--- src/include/fpu_conv_settings.svh ---
`ifndef FPU_CONV_SETTINGS_SVH
`define FPU_CONV_SETTINGS_SVH

// single precision word layout
`define FPU_CONV_WORD_W 32
`define FPU_CONV_EXP_W 8
`define FPU_CONV_FRAC_W 23
`define FPU_CONV_BIAS 127

// integer saturation limits
`define FPU_CONV_INT_MAX 32'h7fffffff
`define FPU_CONV_INT_MIN 32'h80000000

`endif

--- src/hw/fpu_conv_pkg.sv ---
`default_nettype none

`include "fpu_conv_settings.svh"

package fpu_conv_pkg;

   typedef logic [`FPU_CONV_WORD_W-1:0] word_t;   // integer or float bit pattern
   typedef logic [`FPU_CONV_EXP_W-1:0]  exp_t;
   typedef logic [`FPU_CONV_FRAC_W-1:0] frac_t;

   typedef enum logic {
      op_i2f = 1'b0,
      op_f2i = 1'b1
   } conv_op_t;

   // invalid, inexact, inf, snan, qnan, zero from msb down
   typedef logic [5:0] conv_flags_t;

   typedef logic client_id_t;

   typedef enum logic [1:0] {
      cl_idle,
      cl_wait,
      cl_busy,
      cl_ack
   } client_state_t;

endpackage

`default_nettype wire

--- src/hw/fpu_intfloat_conv_except.sv ---
`default_nettype none
`timescale 1ns/100ps

module fpu_intfloat_conv_except (
   input  wire logic                clk,
   input  wire logic                rst,
   input  wire fpu_conv_pkg::word_t opa,
   output logic                     inf,
   output logic                     qnan,
   output logic                     snan,
   output logic                     zero,
   output logic                     denorm
);
   import fpu_conv_pkg::*;

   exp_t  exp_f;
   frac_t frac_f;
   logic  exp_ones;
   logic  exp_zero;
   logic  frac_zero;
   logic  quiet;
   logic  sig_nz;     // payload below the quiet bit

   assign exp_f  = opa[$bits(word_t)-2 -: $bits(exp_t)];
   assign frac_f = opa[$bits(frac_t)-1:0];

   // stage one
   always_ff @(posedge clk or posedge rst) begin
      if (rst) begin
         exp_ones  <= 1'b0;
         exp_zero  <= 1'b0;
         frac_zero <= 1'b0;
         quiet     <= 1'b0;
         sig_nz    <= 1'b0;
      end else begin
         exp_ones  <= &exp_f;
         exp_zero  <= ~|exp_f;
         frac_zero <= ~|frac_f;
         quiet     <= frac_f[$bits(frac_t)-1];
         sig_nz    <= |frac_f[$bits(frac_t)-2:0];
      end
   end

   // stage two, registered class outputs
   always_ff @(posedge clk or posedge rst) begin
      if (rst) begin
         inf    <= 1'b0;
         qnan   <= 1'b0;
         snan   <= 1'b0;
         zero   <= 1'b0;
         denorm <= 1'b0;
      end else begin
         inf    <= exp_ones & frac_zero;
         qnan   <= exp_ones & quiet;
         snan   <= exp_ones & ~quiet & sig_nz;   // quiet bit clear, rest of payload set
         zero   <= exp_zero & frac_zero;
         denorm <= exp_zero & ~frac_zero;
      end
   end

endmodule

`default_nettype wire

--- src/hw/fpu_int2float.sv ---
`default_nettype none
`timescale 1ns/100ps

`include "fpu_conv_settings.svh"

module fpu_int2float (
   input  wire logic                clk,
   input  wire logic                rst,
   input  wire fpu_conv_pkg::word_t opa,
   output fpu_conv_pkg::word_t      res,
   output logic                     inexact
);
   import fpu_conv_pkg::*;

   localparam int unsigned GUARD = `FPU_CONV_WORD_W - `FPU_CONV_FRAC_W - 2;

   word_t                       mag;
   logic [4:0]                  pos;
   logic                        s1_sign;
   word_t                       s1_mag;
   logic [4:0]                  s1_pos;
   word_t                       norm;
   logic [`FPU_CONV_FRAC_W:0]   sig;
   logic                        guard;
   logic                        sticky;
   logic                        round_up;
   logic [`FPU_CONV_FRAC_W+1:0] sig_rnd;
   exp_t                        exp_b;
   frac_t                       frac;

   assign mag = opa[`FPU_CONV_WORD_W-1] ? ~opa + word_t'(1) : opa;   // -2^31 stays 2^31

   // leading one search
   always_comb begin
      pos = '0;
      for (int i = 0; i < `FPU_CONV_WORD_W; i++) begin
         if (mag[i])
            pos = 5'(i);
      end
   end

   always_ff @(posedge clk or posedge rst) begin
      if (rst) begin
         s1_sign <= 1'b0;
         s1_mag  <= '0;
         s1_pos  <= '0;
      end else begin
         s1_sign <= opa[`FPU_CONV_WORD_W-1];
         s1_mag  <= mag;
         s1_pos  <= pos;
      end
   end

   assign norm     = s1_mag << (5'd31 - s1_pos);   // leading one to msb
   assign sig      = norm[`FPU_CONV_WORD_W-1 -: `FPU_CONV_FRAC_W+1];
   assign guard    = norm[GUARD];
   assign sticky   = |norm[GUARD-1:0];
   assign round_up = guard & (sticky | sig[0]);   // nearest, ties to even
   assign sig_rnd  = {1'b0, sig} + (`FPU_CONV_FRAC_W+2)'(round_up);

   // a carry out leaves an all zero fraction, only the exponent moves
   assign exp_b = exp_t'(`FPU_CONV_BIAS) + exp_t'(s1_pos) + exp_t'(sig_rnd[`FPU_CONV_FRAC_W+1]);
   assign frac  = sig_rnd[`FPU_CONV_FRAC_W-1:0];

   always_ff @(posedge clk or posedge rst) begin
      if (rst) begin
         res     <= '0;
         inexact <= 1'b0;
      end else begin
         res     <= (s1_mag == '0) ? '0 : {s1_sign, exp_b, frac};
         inexact <= guard | sticky;
      end
   end

endmodule

`default_nettype wire

--- src/hw/fpu_float2int.sv ---
`default_nettype none
`timescale 1ns/100ps

`include "fpu_conv_settings.svh"

module fpu_float2int (
   input  wire logic                clk,
   input  wire logic                rst,
   input  wire fpu_conv_pkg::word_t opa,
   output fpu_conv_pkg::word_t      res,
   output logic                     inexact,
   output logic                     ovf
);
   import fpu_conv_pkg::*;

   localparam logic signed [`FPU_CONV_EXP_W:0] BIAS_S = `FPU_CONV_BIAS;

   exp_t                                          exp_b;
   frac_t                                         frac;
   logic                                          s1_sign;
   logic signed [`FPU_CONV_EXP_W:0]               s1_uexp;
   logic [`FPU_CONV_FRAC_W:0]                     s1_sig;
   logic [`FPU_CONV_WORD_W+`FPU_CONV_FRAC_W-1:0]  ext;
   word_t                                         mag;
   logic                                          is_min;

   assign exp_b = opa[`FPU_CONV_WORD_W-2 -: `FPU_CONV_EXP_W];
   assign frac  = opa[`FPU_CONV_FRAC_W-1:0];

   always_ff @(posedge clk or posedge rst) begin
      if (rst) begin
         s1_sign <= 1'b0;
         s1_uexp <= '0;
         s1_sig  <= '0;
      end else begin
         s1_sign <= opa[`FPU_CONV_WORD_W-1];
         s1_uexp <= $signed({1'b0, exp_b}) - BIAS_S;
         s1_sig  <= {|exp_b, frac};   // hidden bit only for normal numbers
      end
   end

   // integer part ends up in the top word of ext
   assign ext = {{(`FPU_CONV_WORD_W-1){1'b0}}, s1_sig} << s1_uexp[4:0];
   assign mag = ext[`FPU_CONV_WORD_W+`FPU_CONV_FRAC_W-1 -: `FPU_CONV_WORD_W];

   assign is_min = s1_sign && (s1_uexp == 9'sd31) && (s1_sig == {1'b1, {`FPU_CONV_FRAC_W{1'b0}}});

   always_ff @(posedge clk or posedge rst) begin
      if (rst) begin
         res     <= '0;
         inexact <= 1'b0;
         ovf     <= 1'b0;
      end else if (s1_uexp >= 9'sd31) begin
         res     <= s1_sign ? word_t'(`FPU_CONV_INT_MIN) : word_t'(`FPU_CONV_INT_MAX);
         inexact <= 1'b0;
         ovf     <= ~is_min;   // -2^31 itself fits
      end else if (s1_uexp < 9'sd0) begin
         res     <= '0;
         inexact <= |s1_sig;
         ovf     <= 1'b0;
      end else begin
         res     <= s1_sign ? ~mag + word_t'(1) : mag;
         inexact <= |ext[`FPU_CONV_FRAC_W-1:0];
         ovf     <= 1'b0;
      end
   end

endmodule

`default_nettype wire

--- src/hw/fpu_conv_core.sv ---
`default_nettype none
`timescale 1ns/100ps

`include "fpu_conv_settings.svh"

module fpu_conv_core (
   input  wire logic                     clk,
   input  wire logic                     rst,
   input  wire logic                     issue_valid,
   input  wire fpu_conv_pkg::conv_op_t   issue_op,
   input  wire fpu_conv_pkg::word_t      issue_opa,
   input  wire fpu_conv_pkg::client_id_t issue_id,
   output logic                          done_valid,
   output fpu_conv_pkg::client_id_t      done_id,
   output fpu_conv_pkg::word_t           done_res,
   output fpu_conv_pkg::conv_flags_t     done_flags
);
   import fpu_conv_pkg::*;

   logic       v0, v1, v2;
   conv_op_t   op0, op1, op2;
   client_id_t id0, id1, id2;
   word_t      opa0;
   logic       cls_inf, cls_qnan, cls_snan, cls_zero, cls_dn;
   word_t      i2f_res, f2i_res;
   logic       i2f_inexact, f2i_inexact, f2i_ovf;
   logic       nan;

   always_ff @(posedge clk or posedge rst) begin
      if (rst) begin
         v0 <= 1'b0;
         v1 <= 1'b0;
         v2 <= 1'b0;
      end else begin
         v0 <= issue_valid;
         v1 <= v0;
         v2 <= v1;
      end
   end

   // tags ride along with the valid bit
   always_ff @(posedge clk) begin
      opa0 <= issue_opa;
      op0  <= issue_op;
      op1  <= op0;
      op2  <= op1;
      id0  <= issue_id;
      id1  <= id0;
      id2  <= id1;
   end

   fpu_intfloat_conv_except u_except (
      .clk(clk), .rst(rst), .opa(opa0),
      .inf(cls_inf), .qnan(cls_qnan), .snan(cls_snan), .zero(cls_zero), .denorm(cls_dn)
   );

   fpu_int2float u_i2f (
      .clk(clk), .rst(rst), .opa(opa0), .res(i2f_res), .inexact(i2f_inexact)
   );

   fpu_float2int u_f2i (
      .clk(clk), .rst(rst), .opa(opa0), .res(f2i_res), .inexact(f2i_inexact), .ovf(f2i_ovf)
   );

   assign nan = cls_qnan | cls_snan;

   assign done_valid = v2;
   assign done_id    = id2;

   // infinity already saturates to its own sign inside u_f2i
   always_comb begin
      if (op2 == op_f2i) begin
         done_res   = nan ? word_t'(`FPU_CONV_INT_MAX) : f2i_res;
         done_flags = {nan | cls_inf | f2i_ovf, f2i_inexact | cls_dn,
                       cls_inf, cls_snan, cls_qnan, cls_zero};
      end else begin
         done_res   = i2f_res;
         done_flags = {1'b0, i2f_inexact, 3'b000, i2f_res == '0};
      end
   end

endmodule

`default_nettype wire

--- src/hw/fpu_conv_arbiter.sv ---
`default_nettype none
`timescale 1ns/100ps

module fpu_conv_arbiter (
   input  wire logic                     clk,
   input  wire logic                     rst,
   input  wire logic                     c0_req,
   input  wire logic                     c1_req,
   input  wire fpu_conv_pkg::conv_op_t   c0_op,
   input  wire fpu_conv_pkg::conv_op_t   c1_op,
   input  wire fpu_conv_pkg::word_t      c0_opa,
   input  wire fpu_conv_pkg::word_t      c1_opa,
   output logic                          c0_ack,
   output logic                          c1_ack,
   output fpu_conv_pkg::word_t           c0_res,
   output fpu_conv_pkg::word_t           c1_res,
   output fpu_conv_pkg::conv_flags_t     c0_flags,
   output fpu_conv_pkg::conv_flags_t     c1_flags,
   output logic                          issue_valid,
   output fpu_conv_pkg::conv_op_t        issue_op,
   output fpu_conv_pkg::word_t           issue_opa,
   output fpu_conv_pkg::client_id_t      issue_id,
   input  wire logic                     done_valid,
   input  wire fpu_conv_pkg::client_id_t done_id,
   input  wire fpu_conv_pkg::word_t      done_res,
   input  wire fpu_conv_pkg::conv_flags_t done_flags
);
   import fpu_conv_pkg::*;

   logic [1:0]    req_v;
   conv_op_t      op_v [2];
   word_t         opa_v [2];
   client_state_t st [2];
   word_t         res_q [2];
   conv_flags_t   flags_q [2];
   logic [1:0]    waiting;
   logic          contested;
   client_id_t    gnt;
   client_id_t    last_gnt;

   assign req_v    = {c1_req, c0_req};
   assign op_v[0]  = c0_op;
   assign op_v[1]  = c1_op;
   assign opa_v[0] = c0_opa;
   assign opa_v[1] = c1_opa;

   assign waiting[0] = (st[0] == cl_wait);
   assign waiting[1] = (st[1] == cl_wait);
   assign contested  = &waiting;
   assign gnt        = contested ? ~last_gnt : client_id_t'(waiting[1]);

   // one issue per cycle straight out of cl_wait
   assign issue_valid = |waiting;
   assign issue_op    = op_v[gnt];
   assign issue_opa   = opa_v[gnt];
   assign issue_id    = gnt;

   always_ff @(posedge clk or posedge rst) begin
      if (rst) begin
         st[0]    <= cl_idle;
         st[1]    <= cl_idle;
         last_gnt <= 1'b1;   // client 0 wins the first tie
      end else begin
         for (int i = 0; i < 2; i++) begin
            case (st[i])
               cl_idle: if (req_v[i]) st[i] <= cl_wait;
               cl_wait: if (gnt == client_id_t'(i)) st[i] <= cl_busy;
               cl_busy: if (done_valid && done_id == client_id_t'(i)) st[i] <= cl_ack;
               cl_ack:  if (!req_v[i]) st[i] <= cl_idle;
               default: st[i] <= cl_idle;
            endcase
         end
         if (contested)
            last_gnt <= gnt;   // only a tie moves priority, so back to back ties alternate
      end
   end

   // result held for the whole ack phase
   always_ff @(posedge clk) begin
      for (int i = 0; i < 2; i++) begin
         if (st[i] == cl_busy && done_valid && done_id == client_id_t'(i)) begin
            res_q[i]   <= done_res;
            flags_q[i] <= done_flags;
         end
      end
   end

   assign c0_ack   = (st[0] == cl_ack);
   assign c1_ack   = (st[1] == cl_ack);
   assign c0_res   = res_q[0];
   assign c1_res   = res_q[1];
   assign c0_flags = flags_q[0];
   assign c1_flags = flags_q[1];

endmodule

`default_nettype wire

--- src/hw/fpu_conv_top.sv ---
`default_nettype none
`timescale 1ns/100ps

module fpu_conv_top (
   input  wire logic                   clk,
   input  wire logic                   rst,
   input  wire logic                   c0_req,
   input  wire logic                   c1_req,
   input  wire fpu_conv_pkg::conv_op_t c0_op,
   input  wire fpu_conv_pkg::conv_op_t c1_op,
   input  wire fpu_conv_pkg::word_t    c0_opa,
   input  wire fpu_conv_pkg::word_t    c1_opa,
   output logic                        c0_ack,
   output logic                        c1_ack,
   output fpu_conv_pkg::word_t         c0_res,
   output fpu_conv_pkg::word_t         c1_res,
   output fpu_conv_pkg::conv_flags_t   c0_flags,
   output fpu_conv_pkg::conv_flags_t   c1_flags
);
   import fpu_conv_pkg::*;

   logic        issue_valid;
   conv_op_t    issue_op;
   word_t       issue_opa;
   client_id_t  issue_id;
   logic        done_valid;
   client_id_t  done_id;
   word_t       done_res;
   conv_flags_t done_flags;

   fpu_conv_arbiter u_arb (
      .clk(clk), .rst(rst),
      .c0_req(c0_req), .c1_req(c1_req), .c0_op(c0_op), .c1_op(c1_op),
      .c0_opa(c0_opa), .c1_opa(c1_opa), .c0_ack(c0_ack), .c1_ack(c1_ack),
      .c0_res(c0_res), .c1_res(c1_res), .c0_flags(c0_flags), .c1_flags(c1_flags),
      .issue_valid(issue_valid), .issue_op(issue_op), .issue_opa(issue_opa),
      .issue_id(issue_id), .done_valid(done_valid), .done_id(done_id),
      .done_res(done_res), .done_flags(done_flags)
   );

   fpu_conv_core u_core (
      .clk(clk), .rst(rst),
      .issue_valid(issue_valid), .issue_op(issue_op), .issue_opa(issue_opa),
      .issue_id(issue_id), .done_valid(done_valid), .done_id(done_id),
      .done_res(done_res), .done_flags(done_flags)
   );

endmodule

`default_nettype wire

--- config.mk ---
export PLATFORM = sky130hd
export DESIGN_NAME = fpu_conv_top
export DESIGN_NICKNAME = d
export VERILOG_FILES = /design/src/hw/fpu_conv_pkg.sv /design/src/hw/fpu_intfloat_conv_except.sv /design/src/hw/fpu_int2float.sv /design/src/hw/fpu_float2int.sv /design/src/hw/fpu_conv_core.sv /design/src/hw/fpu_conv_arbiter.sv /design/src/hw/fpu_conv_top.sv
export VERILOG_INCLUDE_DIRS = /design/src /design/src/include
export SDC_FILE = /design/constraint.sdc
export NUM_CORES = 1
export LEC_CHECK = 0
export ABC_CLOCK_PERIOD_IN_PS = 4500
export BUFFER_PORTS_ARGS = -buffer_cell sky130_fd_sc_hd__buf_2
export CAP_MARGIN = 20
export CORE_UTILIZATION = 30
export CTS_CLUSTER_SIZE = 20
export DETAILED_ROUTE_END_ITERATION = 10
export PLACE_DENSITY = 0.48
export RECOVER_POWER = 50
export SYNTH_ARGS = -nofsm -noshare
export SYNTH_HDL_FRONTEND = slang
export SYNTH_HIERARCHICAL = 1
export SYNTH_SLANG_ARGS = --single-unit
--- constraint.sdc ---
create_clock -name clk -period 4.5 [get_ports clk]
set_clock_uncertainty 0.15 [all_clocks]
set_input_delay 0.45 -clock clk [delete_from_list [all_inputs] [get_ports clk]]
set_output_delay 0.45 -clock clk [all_outputs]
set_load 0.005 [all_outputs]
After elaboration in Yosys (flattened, before gate mapping)

Memories as Yosys holds them, arrays and structs flattened.
Index checks and enable logic that the tools add are counted.
Widths: inputs -> output; s select.

Bits in latches: 0
Memories: 2
Memory bits (writable): 76
Word-level logic and storage cells: 181
Input port bits: 70
Memory bits (read-only): 0
Register bits after elaboration: 194
Output and inout bits: 78

Memories:

| memory        | depth | bits a word | rd ports | clocked after memory_dff | wr ports | line                   | source |
|---|---|---|---|---|---|---|---|
| u_arb.res_q   | 2     | 32          | 2        | 0                        | 1        | fpu_conv_arbiter.sv:34 | `word_t res_q [2];` |
| u_arb.flags_q | 2     | 6           | 2        | 0                        | 1        | fpu_conv_arbiter.sv:35 | `conv_flags_t flags_q [2];` |

Multipliers: 0
Multiplexer cells: 70
Add/sub/neg operators: 7
Equality and inequality tests: 16
Reduce and logical (&&, ||, !) cells: 27
Shifts and indexed selects: 2
Div/mod/pow operators: 0
Bitwise logic cells: 21
$lt $le $gt $ge: 3

Operators with widths:

| kind                  | count |
|---|---|
| $mux 32               | 12 |
| $mux 5                | 30 |
| $add 32x1->32 const B | 2 |
| $logic_not 32->1      | 2 |
| $not 32->32           | 2 |
| $shl 24x5->55         | 1 |
| $reduce_or 23->1      | 2 |
| $reduce_or 32->1      | 1 |
| $shl 32x5->32         | 1 |
| $add 24x1->25         | 1 |
| $eq 24x24->1 const B  | 1 |
| $reduce_or 24->1      | 1 |
| $reduce_or 22->1      | 1 |
| $mux 1                | 16 |
| $mux 2                | 8 |
| $pmux 2 s4            | 2 |
| $mux 6                | 2 |
| $ne 2x2->1 const B    | 6 |
| $eq 9x6->1 const B    | 1 |
| $ge 9x6->1 const B    | 1 |
| $lt 9x1->1 const B    | 1 |
| $sub 8x7->9 const B   | 1 |
| $add 7x5->8 const A   | 1 |
| $add 8x1->8           | 1 |
| other kinds (19)      | 49 |

Depth between registers and ports, before layout

Depth in word-level cells: 34
Mapped depth: 18
Depth with buffers taken out: 16

Cells and area by module

Netlist, hierarchy kept.

By module, submodules not included:

| module                   | seq. area each (um^2) | cells an instance | area each (um^2) | instances |
|---|---|---|---|---|
| fpu_int2float            | 1776.7                | 621               | 5713.0           | 1 |
| fpu_float2int            | 1701.6                | 609               | 5429.0           | 1 |
| fpu_conv_arbiter         | 2408.6                | 154               | 3126.7           | 1 |
| fpu_conv_core            | 835.8                 | 105               | 1320.0           | 1 |
| fpu_intfloat_conv_except | 250.2                 | 31                | 381.6            | 1 |

Least setup slack after synthesis

OpenSTA, ideal clock, no wires.

Path type: register -> register
From: register u_core.u_i2f.s1_pos[0]
To: register u_core.u_i2f.res[27]
Clock period less this slack: 4.385 ns
Path buffers: 3
Setup time: 0.078 ns
Slack: 0.115 ns
Arrival time: 4.157 ns
Required time: 4.272 ns
Stages on the path, launching flop included: 19
Cell sequence: dfrtp_1 -> buf_2 -> buf_2 -> buf_2 -> mux2_2 -> mux4_2 -> o41ai_1 -> a211oi_1 -> ha_1 -> ha_1 -> and3_1 -> nand3_1 -> nor2_1 -> nand4b_1 -> or3b_2 -> ha_1 -> ha_1 -> a31o_2 -> a21oi_1

Longest elaborated chain between the ends: 8
Elaborated cells between the ends (all ways): 9
Those cells by class: add/sub (4); shift (1); mux (1); bitwise (2); reduce/logical (1)

RTL lines:

| element                  | line                | source |
|---|---|---|
| start: declaration       | fpu_int2float.sv:21 | `logic [4:0] s1_pos;` |
| start signal: assignment | fpu_int2float.sv:50 | `s1_pos <= pos;` |
| $sub 5x5->5              | fpu_int2float.sv:54 | `assign norm = s1_mag << (5'd31 - s1_pos);` |
| $shl 32x5->32            | fpu_int2float.sv:54 |  |
| $reduce_or 7->1          | fpu_int2float.sv:57 | `assign sticky = \|norm[GUARD-1:0];` |
| $or 1x1->1               | fpu_int2float.sv:58 | `assign round_up = guard & (sticky \| sig[0]);` |
| $and 1x1->1              | fpu_int2float.sv:58 |  |
| $add 24x1->25            | fpu_int2float.sv:59 | `` assign sig_rnd = {1'b0, sig} + (`FPU_CONV_FRAC_W+2)'(round_up); `` |
| $add 8x1->8 (*)          | fpu_int2float.sv:62 | `` assign exp_b = exp_t'(`FPU_CONV_BIAS) + exp_t'(s1_pos) + exp_t'(sig_rnd[`FPU_CONV_FRAC_W+1]); `` |
| $mux 32 (*)              | fpu_int2float.sv:70 | `res <= (s1_mag == '0) ? '0 : {s1_sign, exp_b, frac};` |
| end signal: assignment   | fpu_int2float.sv:70 |  |
| end: declaration         | fpu_int2float.sv:10 | `output fpu_conv_pkg::word_t res,` |

Mark *: on every way between the ends. The rest lies on a longest branch, timed or not.
A chain may end at the register's enable or synchronous reset.

Final worst setup path

From: register u_core.u_f2i.s1_uexp[1]
To: register u_core.u_f2i.res[23]

Longest elaborated chain between the ends: 6
Elaborated cells between the ends (all ways): 8
Those cells by class: add/sub (1); order compare (2); shift (1); mux (3); bitwise (1)

RTL lines:

| element                  | line                | source |
|---|---|---|
| start: declaration       | fpu_float2int.sv:21 | `` logic signed [`FPU_CONV_EXP_W:0] s1_uexp; `` |
| start signal: assignment | fpu_float2int.sv:37 | `s1_uexp <= $signed({1'b0, exp_b}) - BIAS_S;` |
| $shl 24x5->55            | fpu_float2int.sv:43 | `` assign ext = {{(`FPU_CONV_WORD_W-1){1'b0}}, s1_sig} << s1_uexp[4:0]; `` |
| $not 32->32              | fpu_float2int.sv:62 | `res <= s1_sign ? ~mag + word_t'(1) : mag;` |
| $add 32x1->32            | fpu_float2int.sv:62 |  |
| $mux 32                  | fpu_float2int.sv:62 |  |
| $mux 32                  | fpu_float2int.sv:57 | `end else if (s1_uexp < 9'sd0) begin` |
| $mux 32 (*)              | fpu_float2int.sv:53 | `end else if (s1_uexp >= 9'sd31) begin` |
| end signal: assignment   | fpu_float2int.sv:54 | `` res <= s1_sign ? word_t'(`FPU_CONV_INT_MIN) : word_t'(`FPU_CONV_INT_MAX); `` |
| end signal: assignment   | fpu_float2int.sv:62 |  |
| end: declaration         | fpu_float2int.sv:10 | `output fpu_conv_pkg::word_t res,` |

Marks and branches as above.

==> out/qor.csv <==
stage;metric;value;unit
floorplan;die_w;232.7;um
worst_setup_path;worst-endpoint-required;4.84;ns
sta;final.period_utilization;96.11;%
logic_synthesis;synthCells;1520;
sta;timing.final.max_slew_violations;117;
clock_tree;cts.clk_slew.worst_paths;0.06;ns
routing;drt_first_pass_iters;5;
worst_setup_path;setup.worst_path.start_class;flip-flop;
global_routing;antenna_found_initial;1;
routing;route.detailed.vias_per_inst;5.404;
routing;ant_nets;0;
clock_tree;cts_tree;built;
final_layout;final_layout_size_suffix_gt1_share;21.70;%
sta;fin_crit;4.325;ns
sta;worstMarginPinSlew;2.019;ns
global_routing;grt_start_max_net_pins;45;
clock_tree;cts-root-buf;clkbuf_16;
logic_synthesis;share_of_the_synthesized_area_in_the_top_cell_type;24.44;%
floorplan;boundaryPins;148;
global_routing;grt-ovfl-total;0;
logic_synthesis;synth_most_common_cell;dfrtp_1;
logic_synthesis;postSynthAreaPerCell;10.51;um2
floorplan;std_cell_rows;84;
sta;setup_total_negative_slack;0;ns
floorplan;total_die_area;54160;um2
floorplan;design.core.area;52550;um2
routing;first_iter_violations;1100;
logic_synthesis;synth.ff_latch_count;271;
final_layout;fin_nets;1829;
placed_design;dpl.cell_count;2323;
floorplan;dieHeight;232.7;um
clock_tree;numCtsBuffers;30;
global_routing;grt_first_pass_wirelength;80740;um
routing;total_routed_wirelength;52780;um
outcome;violations;capacitance limit, slew limit;
logic_synthesis;synthesis.nets;1608;
pwr;leakagePower;0.007462;uW
placed_design;numPortBuffers;147;
clock_tree;clock_sink_count;271;
placed_design;postPlaceCellArea;17610;um2
outcome;outcome;finished, violations left;
worst_setup_path;cp-end-kind;flip-flop;
logic_synthesis;synth_edf_count;76;
global_routing;number_of_global_route_vias_before_repair;13080;
worst_setup_path;crit_arrival;4.66;ns
placed_design;dp_hpwl;39890;um
clock_tree;worst_skew_pair.late_latency;0.55;ns
logic_synthesis;synth_largest_area_cell;dfrtp_1;
sta;setup_viol_count_final;0;
final_layout;final_cell_area;19270;um2
floorplan;initial_core_util;30.39;%
sta;max-slew-margin-rel;-34.61;%
routing;detailroute.via_count;13260;
global_routing;gr-usage-all-layers;19.40;%
logic_synthesis;synth_sequential_area_ratio;43.66;%
logic_synthesis;synth.cells.most_frequent;dfrtp_1 (156), nand2_1 (133), nor2_1 (117);
logic_synthesis;synthTopCellsByArea;dfrtp_1 (24%), edfxtp_1 (14%), mux4_2 (7.2%);
sta;timing.fmax;231.2;MHz
pwr;largest_vdd_supply_drop;295.3;uV
final_layout;stdcell_count;2454;
routing;drt-wirelength-per-cell;21.51;um
pwr;cellPowerDensity;801.9;nW/um2
worst_setup_path;critical_path_peak_fanout;25;
final_layout;syn2layout_area_growth;20.64;%
logic_synthesis;synth-async-reset-ratio;57.93;%
hold_path;holdCritPathClass;reg2reg;
final_layout;postLayoutCoreUtil;36.66;%
sta;final_hold_viol_count;0;
routing;post-route-drc-count;0;
clock_tree;clock_tree.buffer_depth;3;
worst_setup_path;timing.setup.critical_path_class;reg2reg;
placed_design;gp_congestion;0.9053;
clock_tree;h-tree-depth;1;
flow_run;max_cap_violations;3;
logic_synthesis;synthesis.area;15970;um2
sta;grt_setup_unrepaired;no;
logic_synthesis;yosys.cell_types.count;107;
sta;fin_worst_hold_slack;0.1765;ns
logic_synthesis;ys.flop_type;dfrtp_1;
logic_synthesis;ys.warnings.count;6;
## critical path: stages, from the launching register on
cell and delay, ns:
dfrtp_2 0.71, buf_4 0.34, mux4_2 0.40, mux2i_2 0.26
a21oi_1 0.18, a211oi_2 0.54, nand4_1 0.19, buf_4 0.21
nor2_1 0.10, buf_4 0.19, a31oi_1 0.10, a2111oi_0 0.65
buf_4 0.21
## power breakdown
part | switching (uW) | leakage, uW | total [uW] | internal (uW)
Combinational | 4960 | 0.00408 | 8540 | 3590
Sequential | 1000 | 0.00289 | 4470 | 3470
Clock | 971 | 0.000497 | 2440 | 1470
Total | 6930 | 0.00746 | 15500 | 8520
## state kept, by name, summed over array words and instances (netlist names), 4 cells and up
register and count:
u_core/u_f2i/res 32, u_arb/st 4, u_core/u_f2i/s1_sig 24, u_core/opa0 32, u_core/u_i2f/s1_pos 5, u_core/u_f2i/s1_uexp 9, u_arb/flags_q 12, u_core/u_i2f/res 32
u_core/u_i2f/s1_mag 32, u_arb/res_q 64
## placed cells by master (no fill, tap or decap), drive strengths merged, types with 26 or more instances in the layout
| cell type | count |
|---|---|
| o22a | 36 |
| o21ai | 56 |
| nand2 | 133 |
| nor3 | 35 |
| mux4 | 51 |
| clkbuf | 89 |
| dfxtp | 38 |
| nor4 | 40 |
| nor2 | 117 |
| buf | 169 |
| xnor2 | 36 |
| mux2 | 66 |
| nand3 | 55 |
| dlygate4sd3 | 67 |
| mux2i | 48 |
| dfrtp | 156 |
| a21oi | 65 |
| a31oi | 26 |
| inv | 39 |
| edfxtp | 76 |
## metal layers
metal / part of all wire [%] / GRT usage (%) / vias up
li1: - / - / 6225
met4: 2.5 / 5.065 / 0
met5: 0 / 0 / -
met3: 4.6 / 2.218 / 70
met1: 46 / 26.98 / 6544
met2: 46 / 31.85 / 422
## area by class of cell
| class | count | area (um2) |
|---|---|---|
| clock inverter | 16 | 143.9 |
| clock buffer | 40 | 862.1 |
| fill | 5290 | 33280 |
| antenna | 1 | 2.502 |
| tap | 688 | 860.8 |
| multi-input combinational | 1114 | 8391 |
| sequential | 271 | 6979 |
| timing repair buffer | 285 | 1881 |
| inverter | 39 | 146.4 |
## repair_timing
item,4_1_cts,5_1_grt
setup buffers,0,6
resized for setup,0,7
endpoints found under the setup margin,0,3
hold buffers,67,0
hold endpoints to repair,118,0
## per-stage QoR
step           total power [uW]  worst slack, ns
6_report                  15450           0.1753
5_1_grt                   16440          0.01426
4_1_cts                   15420           0.1538
3_5_place_dp              12770           0.1765
3_3_place_gp              12770           0.2107
2_1_floorplan              9886           0.1152
## path summary, 6_finish.rpt
path,start,depth (start not counted),to,slack (ns)
max reg2reg,u_core/u_f2i/s1_uexp[1]$_DFF_PP0_,12,u_core/u_f2i/res[23]$_DFF_PP0_,0.18
min,u_core/id0$_DFF_P_,0,u_core/id1$_DFF_P_,0.18
max in group asynchronous,rst,4,u_core/u_i2f/res[17]$_DFF_PP0_,0.87
min reg2reg,u_core/id0$_DFF_P_,0,u_core/id1$_DFF_P_,0.18
max,u_core/u_f2i/s1_uexp[1]$_DFF_PP0_,12,u_core/u_f2i/res[23]$_DFF_PP0_,0.18
min in group asynchronous,rst,3,u_core/done_valid$_DFF_PP0_,0.41
## logic make-up (layout without fill, tap and decap cells)
family          after synthesis  in the layout  synth area share (%)
flops                       271            271                 43.66
fa+ha+maj                    18             18                 1.410
other cells                   0              1                     0
buf+inv                     135            380                 3.917
mux                         165            165                 15.08
xor+xnor                     57             57                 3.126
simple gates                525            525                 16.96
compound gates              349            349                 15.84
(Power assumes the default switching activity.)
